[config.mk]
export PLATFORM = sky130hd
export DESIGN_NAME = lsu_mem_unit
export DESIGN_NICKNAME = d
export VERILOG_FILES = /design/src/logic/lsu_pkg.sv /design/src/logic/lsu_mem_unit.sv
export VERILOG_INCLUDE_DIRS = /design/src /design/src/logic
export SDC_FILE = /design/constraint.sdc
export NUM_CORES = 1
export LEC_CHECK = 0
export BUFFER_PORTS_ARGS = -buffer_cell sky130_fd_sc_hd__buf_2
export CORE_ASPECT_RATIO = 0.75
export CORE_MARGIN = 2
export CORE_UTILIZATION = 56
export DETAILED_ROUTE_END_ITERATION = 7
export GPL_TIMING_DRIVEN = 0
export PLACE_DENSITY = 0.87
export SETUP_SLACK_MARGIN = 0.4
export SYNTH_ARGS = -nofsm -noshare
export SYNTH_HDL_FRONTEND = slang
export SYNTH_SLANG_ARGS = --single-unit
[constraint.sdc]
create_clock -name clk -period 8.4 [get_ports clk]
set_input_delay 0.84 -clock clk [delete_from_list [all_inputs] [get_ports clk]]
set_output_delay 0.84 -clock clk [all_outputs]
set_load 0.05 [all_outputs]
[src/logic/lsu_cfg.svh]
`ifndef LSU_CFG_SVH
`define LSU_CFG_SVH

// Width of data words and of byte addresses
`define LSU_DATA_W 32

// Default depth of the shared data RAM, in words
`define LSU_RAM_WORDS 256

// Word index width, log2 of the RAM depth
`define LSU_RAM_AW 8

`endif

[src/logic/lsu_pkg.sv]
`include "lsu_cfg.svh"

package lsu_pkg;

    typedef enum logic [3:0] {
        LB  = 4'd0,                                  // Load byte, sign-extended
        LBU = 4'd1,                                  // Load byte, zero-extended
        LH  = 4'd2,                                  // Load half, sign-extended
        LHU = 4'd3,                                  // Load half, zero-extended
        LW  = 4'd4,                                  // Load word
        SB  = 4'd5,                                  // Store byte
        SH  = 4'd6,                                  // Store half
        SW  = 4'd7,                                  // Store word
        NOP = 4'd8                                   // No memory access
    } mem_op_t;

    typedef enum logic [1:0] {
        SZ_BYTE = 2'b01,                             // Same codes as the store size of the EX stage
        SZ_HALF = 2'b10,
        SZ_WORD = 2'b11
    } mem_size_t;

    typedef struct packed {
        mem_op_t                 op;                 // Memory operation
        logic [`LSU_DATA_W-1:0]  base;               // rs1 value
        logic [`LSU_DATA_W-1:0]  offset;             // Sign-extended immediate
        logic [`LSU_DATA_W-1:0]  data;               // rs2 value for stores
    } lsu_req_t;

    typedef struct packed {
        logic                    we;                 // Register write enable
        logic [`LSU_DATA_W-1:0]  data;               // Write-back word
    } lsu_resp_t;

    typedef struct packed {
        logic                    rd;                 // Read strobe
        logic                    wr;                 // Write strobe
        logic [`LSU_DATA_W-1:0]  addr;               // Byte address
        mem_size_t               size;               // Access size
        logic [`LSU_DATA_W-1:0]  wdata;              // Low-aligned store data
    } mem_bus_t;

endpackage

[src/logic/lsu_mem_unit.sv]
`timescale 1ns/10ps
`include "lsu_cfg.svh"

module lsu_mem_unit (
    input  logic                    clk,
    input  logic                    rst,
    input  logic                    req,             // One-cycle request pulse
    input  lsu_pkg::lsu_req_t       req_data,
    output logic                    busy,            // Level while a request is held
    output lsu_pkg::mem_bus_t       bus,             // Request toward the arbiter
    input  logic                    grant,
    input  logic [`LSU_DATA_W-1:0]  rd_data,         // RAM word, same cycle
    output logic                    done,            // One-cycle completion pulse
    output lsu_pkg::lsu_resp_t      resp
);
    import lsu_pkg::*;

    lsu_req_t                 req_q;                 // Held instruction
    logic [`LSU_DATA_W-1:0]   addr;                  // Effective byte address
    logic                     is_load;
    logic                     is_store;
    mem_size_t                size;
    logic [`LSU_DATA_W-1:0]   wdata_shaped;          // Store data, upper bits cleared
    logic [`LSU_DATA_W-1:0]   lane_word;             // RAM word moved down to bit 0
    logic [`LSU_DATA_W-1:0]   load_data;             // Extended load result
    logic                     accept;
    logic                     finish;

    assign accept = req & ~busy;                     // Pulses while busy are dropped
    assign addr   = req_q.base + req_q.offset;

    // Op decode
    always_comb begin
        is_load      = 1'b0;
        is_store     = 1'b0;
        size         = SZ_WORD;
        wdata_shaped = '0;
        case (req_q.op)
            LB, LBU: begin
                is_load = 1'b1;
                size    = SZ_BYTE;
            end
            LH, LHU: begin
                is_load = 1'b1;
                size    = SZ_HALF;
            end
            LW: is_load = 1'b1;
            SB: begin
                is_store          = 1'b1;
                size              = SZ_BYTE;
                wdata_shaped[7:0] = req_q.data[7:0];     // Low byte only
            end
            SH: begin
                is_store           = 1'b1;
                size               = SZ_HALF;
                wdata_shaped[15:0] = req_q.data[15:0];   // Low half only
            end
            SW: begin
                is_store     = 1'b1;
                wdata_shaped = req_q.data;
            end
            default: ;                               // NOP, no access
        endcase
    end

    // NOP has nothing to ask for, so it retires without a grant
    assign finish = busy & (grant | ~(is_load | is_store));

    always_comb begin
        bus = '0;                                    // Idle bus when nothing held
        if (busy) begin
            bus.rd    = is_load;
            bus.wr    = is_store;
            bus.addr  = addr;
            bus.size  = size;
            bus.wdata = wdata_shaped;
        end
    end

    // Load lane select and extension
    assign lane_word = rd_data >> {addr[1:0], 3'b000};

    always_comb begin
        case (req_q.op)
            LB:      load_data = {{(`LSU_DATA_W-8){lane_word[7]}}, lane_word[7:0]};
            LBU:     load_data = {{(`LSU_DATA_W-8){1'b0}}, lane_word[7:0]};
            LH:      load_data = {{(`LSU_DATA_W-16){lane_word[15]}}, lane_word[15:0]};
            LHU:     load_data = {{(`LSU_DATA_W-16){1'b0}}, lane_word[15:0]};
            default: load_data = lane_word;          // LW
        endcase
    end

    always_ff @(posedge clk) begin
        if (rst) begin
            busy <= 1'b0;
            done <= 1'b0;
        end else begin
            done <= finish;
            if (accept)
                busy <= 1'b1;
            else if (finish)
                busy <= 1'b0;                        // Falls with done
        end
    end

    always_ff @(posedge clk) begin
        if (accept)
            req_q <= req_data;
        if (finish) begin
            resp.we   <= is_load;                    // Stores never write the regfile
            resp.data <= is_load ? load_data : wdata_shaped;
        end
    end

endmodule

==> reports/results.tsv <==
metric	value	unit
critPathCaptureType	output pin	
drv_slew	0	
slowest_delay	0.42	ns
critPathKind	reg -> out	
vias_per_cell	5.99	
crit_buf_inv	2	
drc	0	
synth_edf_count	133	
antenna_found_initial	3	
yosys_warnings	0	
routed_wl	21600	µm
r2r_slack	5.43	ns
use_met2	44.5	%
die_w	137	µm
grt-ovfl-total	0	
multiInputGateArea	0.00325	mm²
cts_root_buf	clkbuf_16	
vdd_ir_drop_max	0.176	mV
firstDrtPassIters	5	
rsz0062_at_grt	false	
min-delay-path-class	reg -> reg	
ant_nets	0	
status	finished, final reports clean	
r2r_end	resp[30]$_DFFE_PP_	
cts_tree	done	
synth_fp_nets	816	
max-slew-margin-rel	30.8	%
hp-start	req_q[7]$_DFFE_PP_	
holdPathEnd	resp[7]$_DFFE_PP_	
design_area	0.00957	mm²
drive_gt1_share	34.9	%
grt_max_degree	40	
nNetsFinal	1075	
drtIter0Drc	796	
cap_violations	0	
clock_skew	0.0111	ns
cp.required	7.56	ns
cts_htree_levels	4	
cp_slowest_cell	a21oi_2	
area.sequential	0.00403	mm²
fmax	0.241	GHz
track_usage	30.0	%
p_leak	4.14	nW
dieArea	0.0143	mm²
netlist_area	0.00746	mm²
port_buffers	238	
reg2regPathDepth	10	
die_height	104	µm
hold_viol	0	
power.total	2.15	mW
cts.sinks	135	
synthToLayoutAreaGrowth	28.3	%
rows	36	
top_usage_layer	met2	
whs_path_depth	1	
grt_first_pass_wirelength	32500	µm
ioPinCount	239	
synth_cell_types	72	
synth_cells	648	
clkTransAtPathRegs	0.06	ns
synth.avg_cell_area	11.5	µm²
final-setup-viol-count	0	
worstMarginPinSlew	1.04	ns
fin_crit_sh	49.4	%
start_util	57.3	%
cts_setup_buffers	0	
place_hpwl	16100	µm
insertion_delay	0.42	ns
core_area	0.0130	mm²
cts-buffers-inserted	17	
min_period	4.15	ns
r2r_start	req_q[32]$_DFFE_PP_	
path_max_fanout	8	
vias	6536	
crit_family	compound AO/OA/AOI/OAI gates	
cts_buffer_depth	2	
ys.flop_type	edfxtp_1	
grtUsageMet3	9.06	%
fin_cells	1092	
critPathArrivalTime	3.31	ns
place_area	0.00892	mm²
crit_chain	ha_1 > inv_1 > fa_1 > nor2b_1 > o2111ai_1 > a21oi_2 > o21ai_0 > a21boi_0 > mux2i_1 > buf_2	
synthArstFlopShare	0	%
worstSetupStartpointType	flip-flop	
ys_ff_latch	135	
ys_seq_area_share	54.1	%
wire_per_inst	19.8	µm
cts-resized-gates	0	
power_density	225	mW/mm²
met1_usage	42.1	%
place_inst	1059	
tns	0	ns
fillCellCount	901	
gp_congestion	0.937	
postCtsHoldBufs	0	
grt_pass1_vias	6136	
[Yosys cell counts, types with 6 or more instances]
master      n  area, µm²
a21o_1      7       52.6
a21oi_1    80        400
a21oi_2    11       96.3
a22o_1     15        131
and2_1     15       93.8
and3_1     30        188
clkbuf_1   24       90.1
edfxtp_1  133       3990
ha_1       31        388
inv_1      12       45.0
mux2_2     16        180
mux2i_1    12        120
nand2_1    51        191
nand2b_1   11       68.8
nand3_1    14       70.1
nand4_1    10       62.6
nor2_1     35        131
nor2b_1     6       37.5
nor3_1     15       75.1
o21a_1     15        113
o21ai_0    17       85.1
o21bai_1    6       45.0
xnor2_1     6       52.6
xor2_1      6       52.6
[placed cells by master (no fill, tap or decap), drive strengths merged, types with 7 or more instances in the layout]
| cell | n |
|---|---|
| clkbuf | 41 |
| mux2 | 16 |
| ha | 31 |
| o21a | 15 |
| mux2i | 12 |
| nand2b | 11 |
| a22o | 15 |
| and2 | 17 |
| o21ai | 18 |
| nand4 | 10 |
| nor3 | 16 |
| nand2 | 51 |
| inv | 15 |
| and3 | 30 |
| a21o | 7 |
| nor2 | 36 |
| a21oi | 91 |
| buf | 248 |
| edfxtp | 133 |
| nand3 | 14 |
[sequential cells by signal (all words and copies together) (netlist names)]
register	count
done	1
req_q	100
resp	33
busy	1
[worst register-to-register path, stage by stage, from the launching register on]
cell and delay (ns):
edfxtp_1 0.32, ha_1 0.19, inv_1 0.06, fa_1 0.49
clkbuf_1 0.30, mux4_2 0.42, and2_4 0.19, o32a_4 0.33
nor2_8 0.17, buf_12 0.17, a21oi_2 0.06
[through the flow]
step                setup WS [ns]  utilization, %  hold slack [ns]
floorplan                    2.49               -            0.536
global placement            0.922            68.1            0.545
detailed placement           4.79            68.5            0.546
CTS                          4.31            73.5            0.560
global route                 4.01            73.5            0.575
finish                       4.25            73.5            0.561
[cells by family after synthesis]
group                    Yosys count  share of synthesized area (%)
AND/OR/NAND/NOR                  203                           14.4
AO/OA/AOI/OAI                    193                           17.7
adder cells (fa/ha/maj)           32                           5.47
multiplexers                      29                           4.33
XOR/XNOR                          12                           1.41
flip-flops                       135                           54.1
buffers and inverters             44                           2.60
[where the power goes]
part | internal (mW) | leakage [nW] | switching, mW
Sequential | 0.795 | 1.29 | 0.0172
Combinational | 0.164 | 2.54 | 0.342
Clock | 0.529 | 0.310 | 0.304
[how the worst max path moves through the flow]
stage / from / to / slack (ns) / cells after the start
after floorplan: busy$_SDFFE_PP0P_ / req_q[0]$_DFFE_PP_ / 2.49 / 3
after global placement: req / req_q[26]$_DFFE_PP_ / 0.92 / 2
after detailed placement: req_q[32]$_DFFE_PP_ / bus[60] / 4.79 / 10
after CTS: req_q[32]$_DFFE_PP_ / bus[60] / 4.31 / 10
after global routing: req_q[32]$_DFFE_PP_ / bus[60] / 4.01 / 10
final: req_q[32]$_DFFE_PP_ / bus[60] / 4.25 / 10
[routing by layer]
layer | part of all wire, % | vias up
met5 | 0.060 | -
met1 | 42 | 3071
met2 | 45 | 404
met3 | 10 | 47
met4 | 2.3 | 2
li1 | - | 3012
[layout make-up]
cell class | count | area share [%]
buffer | 32 | 1.56
clock inverter | 14 | 2.33
timing repair buffer | 240 | 12.9
clock buffer | 17 | 4.44
inverter | 12 | 0.471
antenna | 2 | 0.0523
multi-input combinational | 469 | 33.9
tap | 171 | 2.24
sequential | 135 | 42.1
Power figures use the tool's default switching activity.
