[src/logic/lsu_cfg.svh]
`ifndef LSU_CFG_SVH
`define LSU_CFG_SVH

// Width of data words and of byte addresses
`define LSU_DATA_W 32

// Default depth of the shared data RAM, in words
`define LSU_RAM_WORDS 256

// Word index width, log2 of the RAM depth
`define LSU_RAM_AW 8

`endif

[src/logic/lsu_pkg.sv]
`include "lsu_cfg.svh"

package lsu_pkg;

    typedef enum logic [3:0] {
        LB  = 4'd0,                                  // Load byte, sign-extended
        LBU = 4'd1,                                  // Load byte, zero-extended
        LH  = 4'd2,                                  // Load half, sign-extended
        LHU = 4'd3,                                  // Load half, zero-extended
        LW  = 4'd4,                                  // Load word
        SB  = 4'd5,                                  // Store byte
        SH  = 4'd6,                                  // Store half
        SW  = 4'd7,                                  // Store word
        NOP = 4'd8                                   // No memory access
    } mem_op_t;

    typedef enum logic [1:0] {
        SZ_BYTE = 2'b01,                             // Same codes as the store size of the EX stage
        SZ_HALF = 2'b10,
        SZ_WORD = 2'b11
    } mem_size_t;

    typedef struct packed {
        mem_op_t                 op;                 // Memory operation
        logic [`LSU_DATA_W-1:0]  base;               // rs1 value
        logic [`LSU_DATA_W-1:0]  offset;             // Sign-extended immediate
        logic [`LSU_DATA_W-1:0]  data;               // rs2 value for stores
    } lsu_req_t;

    typedef struct packed {
        logic                    we;                 // Register write enable
        logic [`LSU_DATA_W-1:0]  data;               // Write-back word
    } lsu_resp_t;

    typedef struct packed {
        logic                    rd;                 // Read strobe
        logic                    wr;                 // Write strobe
        logic [`LSU_DATA_W-1:0]  addr;               // Byte address
        mem_size_t               size;               // Access size
        logic [`LSU_DATA_W-1:0]  wdata;              // Low-aligned store data
    } mem_bus_t;

endpackage

[src/logic/lsu_arbiter.sv]
`timescale 1ns/10ps

module lsu_arbiter (
    input  logic               clk,
    input  logic               rst,
    input  lsu_pkg::mem_bus_t  bus_0,                // Lane 0 request
    input  lsu_pkg::mem_bus_t  bus_1,                // Lane 1 request
    output logic               grant_0,
    output logic               grant_1,
    output lsu_pkg::mem_bus_t  mem_bus               // Toward the RAM
);
    import lsu_pkg::*;

    logic pend_0;
    logic pend_1;
    logic last_q;                                    // 1 when lane 1 won last

    assign pend_0 = bus_0.rd | bus_0.wr;
    assign pend_1 = bus_1.rd | bus_1.wr;

    // Loser of the previous contest goes first
    assign grant_0 = pend_0 & (~pend_1 | last_q);
    assign grant_1 = pend_1 & (~pend_0 | ~last_q);

    always_ff @(posedge clk) begin
        if (rst)
            last_q <= 1'b1;                          // Lane 0 first after reset
        else if (grant_0)
            last_q <= 1'b0;
        else if (grant_1)
            last_q <= 1'b1;
    end

    // Winner's bus to the RAM
    always_comb begin
        if (grant_0)
            mem_bus = bus_0;
        else if (grant_1)
            mem_bus = bus_1;
        else
            mem_bus = '0;                            // Idle
    end

endmodule

[config.mk]
export PLATFORM = sky130hd
export DESIGN_NAME = lsu_arbiter
export DESIGN_NICKNAME = d
export VERILOG_FILES = /design/src/logic/lsu_pkg.sv /design/src/logic/lsu_arbiter.sv
export VERILOG_INCLUDE_DIRS = /design/src /design/src/logic
export SDC_FILE = /design/constraint.sdc
export NUM_CORES = 1
export LEC_CHECK = 0
export BUFFER_PORTS_ARGS = -buffer_cell sky130_fd_sc_hd__buf_2
export CELL_PAD_IN_SITES_DETAIL_PLACEMENT = 1
export CELL_PAD_IN_SITES_GLOBAL_PLACEMENT = 1
export CORE_ASPECT_RATIO = 1.2
export CORE_UTILIZATION = 19
export DETAILED_ROUTE_END_ITERATION = 6
export PLACE_DENSITY = 0.9
export SLEW_MARGIN = 15
export SYNTH_ARGS = -nofsm -noshare
export SYNTH_HDL_FRONTEND = slang
export SYNTH_SLANG_ARGS = --single-unit
[constraint.sdc]
create_clock -name clk -period 1.4 [get_ports clk]
set_input_delay 0.07 -clock clk [delete_from_list [all_inputs] [get_ports clk]]
set_output_delay 0.07 -clock clk [all_outputs]
set_load 0.01 [all_outputs]
==> results.cfg, run 1 <==
[placed_design]
place.gp.congestion = 0.7579
dp_cells = 547
dpl.hpwl_mm = 6.405
io_buffers = 207

[clock_network]
clk_latency_ns = 0
path_clk_slew_ns = 0
ctsResizeCount = 0
hold_buffers = 0
cts_setup_buffers = 0

[critical_path]
path_max_fanout = 42
cp.required_ns = 1.33
start_kind = register
crit_slowest_cell = dfxtp_1
critPathKind = reg2out
slowest_delay_ns = 0.43
crit_path_end_kind = primary output
crit_path_cell_trace = o21ba_4 -> buf_12 -> o22ai_2 -> buf_2
reg2reg_slack_ns = 0.24
cp_data_arrival_time_ns = 1.21

[cells_and_area]
reg.largest.list = last_q (1)
antenna_cells = 0
instances_no_fill = 547
final_nets = 573
largest_reg_flops = 1
drive_above_1_share_pct = 57.97
area_delta_synth_final_pct = 69.44
top_register = last_q

[yosys]
avgSynthCellArea_sq_um = 6.237
syn_nets = 396
ys_warn_count = 0
synthesis.area_sq_mm = 0.001609
yosysSeqAreaShare_pct = 1.244
syn_inst = 258
ys_ff_latch = 1
yosysUniqueCellTypes = 18

[routing]
post-route-drc-count = 0
routed_wirelength_mm = 8.547
vias = 2840
wire_per_inst_microns = 15.63
drt_iter0_markers = 84
via_per_inst = 5.192
ant_nets = 0
drtPass1Iterations = 4

[pwr]
p_leak_nw = 1.271
total_power_w = 0.001257
ir_drop_mv = 0.1638
power.density_mw_per_mm2 = 460.9

[die]
design.core.area_sq_mm = 0.008153
die_y_microns = 102.8
ioPinCount = 208
die-area_sq_mm = 0.008842
die_width_microns = 86.01
initial_core_util_pct = 19.74
num_rows = 36

[grt]
grt_use_met2_pct = 33.64
grt_busiest_layer = met2
grt_pass1_vias = 2685
grtUsageMet1_pct = 19.58
grt_max_degree = 43
antenna_found_initial = 0
use_met3_pct = 2.482
grt_overflow = 0
grtUsageTotal_pct = 17.14
grt_pass1_wl_mm = 12.60

[outcome]
status = finished, final reports clean

[timing]
min_period_ns = 1.278
rsz0062_at_grt = no
finalHoldViolCount = 0
setup-violations-final = 0
finalMaxSlewViolations = 0
tns_ns = 0
tightest_slew_ns = 0.3543
relSlewSlack_pct = 76.38
min_period_over_period_pct = 91.27
skew_ns = 0
fmax_mhz = 782.6

[flow_run]
cap_violations = 0

[worst_hold_path]
worstHoldPathType = in2reg
==> synthesized netlist by cell type <==
library cell / instances / area share [%]
buf_2: 10 / 3.1
o211ai_1: 1 / 0.47
inv_1: 2 / 0.47
buf_4: 1 / 0.47
a2bb2oi_1: 1 / 0.54
o32a_1: 1 / 0.62
or3b_1: 1 / 0.54
buf_6: 7 / 4.9
o21ai_1: 10 / 3.1
o22ai_1: 36 / 14
a21boi_0: 2 / 0.93
nor2_1: 5 / 1.2
o22ai_2: 30 / 23
o21a_1: 1 / 0.47
clkbuf_1: 26 / 6.1
dfxtp_1: 1 / 1.2
o21ba_1: 1 / 0.62
o21ai_0: 122 / 38
==> cell families (layout without fill, tap and decap cells) <==
logic type             count (synthesis)  after routing  synth area share (%)
buffers and inverters                 46            221                 15.01
flip-flops                             1              1                 1.244
AO/OA/AOI/OAI                        205            205                 82.04
AND/OR/NAND/NOR                        6              6                 1.711
==> worst max-delay path: cells and delay by family (launching register included) <==
kind                   cells  cell delay (ns)
flip-flops                 1             0.43
AO/OA/AOI/OAI              2             0.41
buffers and inverters      2             0.33
==> cell usage in the layout, fill, tap and decap left out <==
cell       count
buf_12         6
dfxtp_1        1
nor2_1         5
o21ai_0      122
o21a_2         1
buf_2        207
o22ai_1       36
o32a_1         1
inv_1          2
o21ba_4        1
or3b_1         1
o21ai_1       10
o211ai_1       1
a2bb2oi_1      1
o22ai_2       30
a21boi_0       2
buf_4          6
==> path summary, 6_finish.rpt <==
kind	start	endpoint	cells past startpoint
setup / recovery	last_q	mem_bus[44]	4
hold / removal	rst	last_q	3
setup reg to reg	last_q	last_q	3
hold reg to reg	last_q	last_q	2
==> per-layer routing <==
metal  part of all wire, %  vias up
li1                      -     1357
met1                    39     1321
met2                    51      148
met3                   7.6       14
met4                   1.7        0
met5                     0        -
==> power breakdown <==
| part | internal, W | switching [W] | leakage, nW |
|---|---|---|---|
| Clock | 0 | 0 | 0 |
| Combinational | 0.000563 | 0.000657 | 1.26 |
| Sequential | 0.0000318 | 0.00000494 | 0.00837 |
==> cell type report <==
cell class | count | area, sq um
sequential | 1 | 20.02
fill | 1093 | 5426
inverter | 2 | 7.507
multi-input combinational | 211 | 1355
timing repair buffer | 219 | 1201
tap | 114 | 142.6
==> stage by stage <==
| stage | utilization (%) | area, sq um | hold WS [ns] | setup WS [ns] |
|---|---|---|---|---|
| global placement | 33.44 | 2726 | 0.2874 | 0.2070 |
| floorplan | - | 1609 | 0.1820 | 0.2913 |
| CTS | 33.44 | 2726 | 0.2880 | 0.1141 |
| global route | 33.44 | 2726 | 0.3296 | 0.04997 |
| detailed placement | 33.44 | 2726 | 0.2795 | 0.1166 |
| finish | 33.44 | 2726 | 0.2843 | 0.1222 |
No activity file was read; power rests on OpenSTA's default activity.
==> run 2, diff against run 1 <==
Settings changed: ABC_AREA set to 1, CORE_UTILIZATION 19 to 16, PLACE_DENSITY 0.9 to 0.93.
Clock period 1.4 ns to 1.6 ns, I/O delays scaled along.
==> run 2 against run 1 <==
  * Worst setup slack gained 0.16 ns
  * Die area shrank 6.0%
  * Combinational power is 24% lower
  * Power fell by 24%
  * Sequential power fell by 18%
  * Critical path type unchanged
  * Clock skew stayed put
  * Global-route usage down 2.5 points
  * Synthesized cell count is 4.3% lower
  * Cell count shrank 4.0%
==> results.cfg, run 2 <==
[yosys]
synth_top_family_by_area = simple AND/OR/NAND/NOR gates
synthTopCellsByArea = nand3_1 (45%), nand2_1 (22%), nand3_2 (16%)
synth_common_cells = nand3_1 (114), nand2_1 (74), nand3_2 (20)
syn_nets = 385
synth.top_cell.area_share_pct = 44.88
yosysMostFrequentCell = nand3_1
synthMuxAreaShare_pct = 0
ys_warn_count = 0
async_flop_share_pct = 0
synth-simple-area-share_pct = 83.27
synth_compound_area_share_pct = 1.476
synth_ff_type = dfxtp_1
synthesis.area_sq_mm = 0.001271
syn_inst = 247
synth_edf_count = 0
ys_ff_latch = 1
synth_area_leader_cell = nand3_1
yosysUniqueCellTypes = 16
avgSynthCellArea_sq_um = 5.147
yosysSeqAreaShare_pct = 1.575
synthXorXnorAreaFrac_pct = 0
yosys.area_share.adder_pct = 0

[pwr]
power.density_mw_per_mm2 = 404.2
pwr-share-seq_pct = 3.2
intPower_w = 0.0004345
combPwrFrac_pct = 96.8
power_switching_w = 0.0005198
total_power_w = 0.0009543
switching_share_pct = 54.47
ir_drop_mv = 0.2358
clock_power_share_pct = 0
p_leak_nw = 1.533

[routing]
post-route-drc-count = 0
drtPass1Iterations = 4
wire_per_inst_microns = 12.94
routed_wirelength_mm = 6.795
vias = 2455
drt_iter0_markers = 27
via_per_inst = 4.676
ant_nets = 0

[clock_network]
path_clk_slew_ns = 0
ctsResizeCount = 0
clk_latency_ns = 0
cts_setup_buffers = 0
hold_buffers = 0

[die]
die-area_sq_mm = 0.008307
design.core.area_sq_mm = 0.007707
initial_core_util_pct = 16.49
ioPinCount = 208
num_rows = 35
die_width_microns = 83.37
die_y_microns = 99.65

[grt]
antenna_found_initial = 1
grt_pass1_wl_mm = 10.46
grtUsageTotal_pct = 14.63
grt_pass1_vias = 2363
grt_overflow = 0
grt_max_degree = 47

[critical_path]
cp_data_arrival_time_ns = 1.24
start_kind = register
crit_path_end_kind = primary output
crit_path_cell_trace = inv_1 -> o21ai_4 -> buf_4 -> nand3_1 -> nand2_1 -> buf_2
cp.required_ns = 1.52
slowest_delay_ns = 0.35
critPathKind = reg2out
path_max_fanout = 33
crit_slowest_cell = dfxtp_1

[timing]
finalMaxSlewViolations = 0
relSlewSlack_pct = 69.13
fmax_mhz = 760.1
rsz0062_at_grt = no
timing.hold.ws_ns = 0.2743
min_period_over_period_pct = 82.22
tns_ns = 0
min_period_ns = 1.316
tightest_slew_ns = 0.4631
finalHoldViolCount = 0
setup-violations-final = 0
skew_ns = 0

[cells_and_area]
n_fill_cell = 1066
final_common_cell = buf_2
largest_reg_flops = 1
antenna_cells = 0
mostFrequentLayoutCells = buf_2 (207), nand3_1 (114), nand2_1 (72)
reg.largest.list = last_q (1)
final_nets = 573
top_register = last_q
area_delta_synth_final_pct = 85.73
drive_above_1_share_pct = 55.20

[placed_design]
place.gp.congestion = 0.7887
io_buffers = 207
dpl.hpwl_mm = 5.692

[outcome]
status = finished, final reports clean

[worst_hold_path]
worstHoldPathType = in2reg

[flow_run]
cap_violations = 0
run 2: cell types whose count changed after synthesis, moves of 9 or more:
cell | previous run | this run
nand3_2 | 0 | 20
o22ai_1 | 36 | 0
o21ai_1 | 10 | 1
o21ai_0 | 122 | 0
nand3_1 | 0 | 114
o22ai_2 | 30 | 0
clkbuf_1 | 26 | 6
nand2_1 | 0 | 74
run 2: power by group through the flow:
stage                     Sequential (W)  Clock, W  Combinational, W
after floorplan                0.0000291         0          0.000490
after global placement         0.0000296         0          0.000898
after detailed placement       0.0000298         0          0.000934
after CTS                      0.0000298         0          0.000937
after global routing           0.0000304         0           0.00102
final                          0.0000301         0          0.000924
run 2: path summary, 6_finish.rpt:
path,from,endpoint,slack [ns],cells past startpoint
setup reg to reg,last_q,last_q,0.61,4
hold / removal,rst,last_q,0.27,3
hold reg to reg,last_q,last_q,0.51,2
setup / recovery,last_q,mem_bus[41],0.28,6
run 2: per-layer routing:
layer,up-vias,share of wire (%),wire length [microns],global-route usage (%)
met5,-,0.19,13,0
met3,6,8.0,542,2.490
li1,1218,-,-,-
met2,130,55,3752,31.72
met4,2,0.53,36,0.9284
met1,1099,36,2450,14.75
run 2: worst max-delay path, delay by kind of cell (launching register included):
| kind | cells | cell delay, ns |
|---|---|---|
| buffers and inverters | 3 | 0.56 |
| AOI/OAI and AO/OA | 1 | 0.08 |
| and+or+nand+nor | 2 | 0.23 |
| DFF | 1 | 0.35 |
run 2: cell type report:
cell class / count / area, sq um / area share (%)
Timing Repair Buffer: 215 / 1121 / 47.48
Inverter: 4 / 15.01 / 0.6359
Tap cell: 92 / 115.1 / 4.875
Multi-Input combinational cell: 213 / 1090 / 46.16
Sequential cell: 1 / 20.02 / 0.8479
run 2: cell families after synthesis:
kind of cell / count (synthesis)
compound gates: 3
simple gates: 210
flops: 1
buf+inv: 33
run 2: through the flow:
stage / instances / utilization [%] / area, sq um / worst slack (ns)
finish: 525 / 30.63 / 2361 / 0.2844
floorplan: 247 / - / 1271 / 0.5435
CTS: 525 / 30.63 / 2361 / 0.2919
global route: 525 / 30.63 / 2361 / 0.1939
global placement: 525 / 30.63 / 2361 / 0.3679
detailed placement: 525 / 30.63 / 2361 / 0.3026
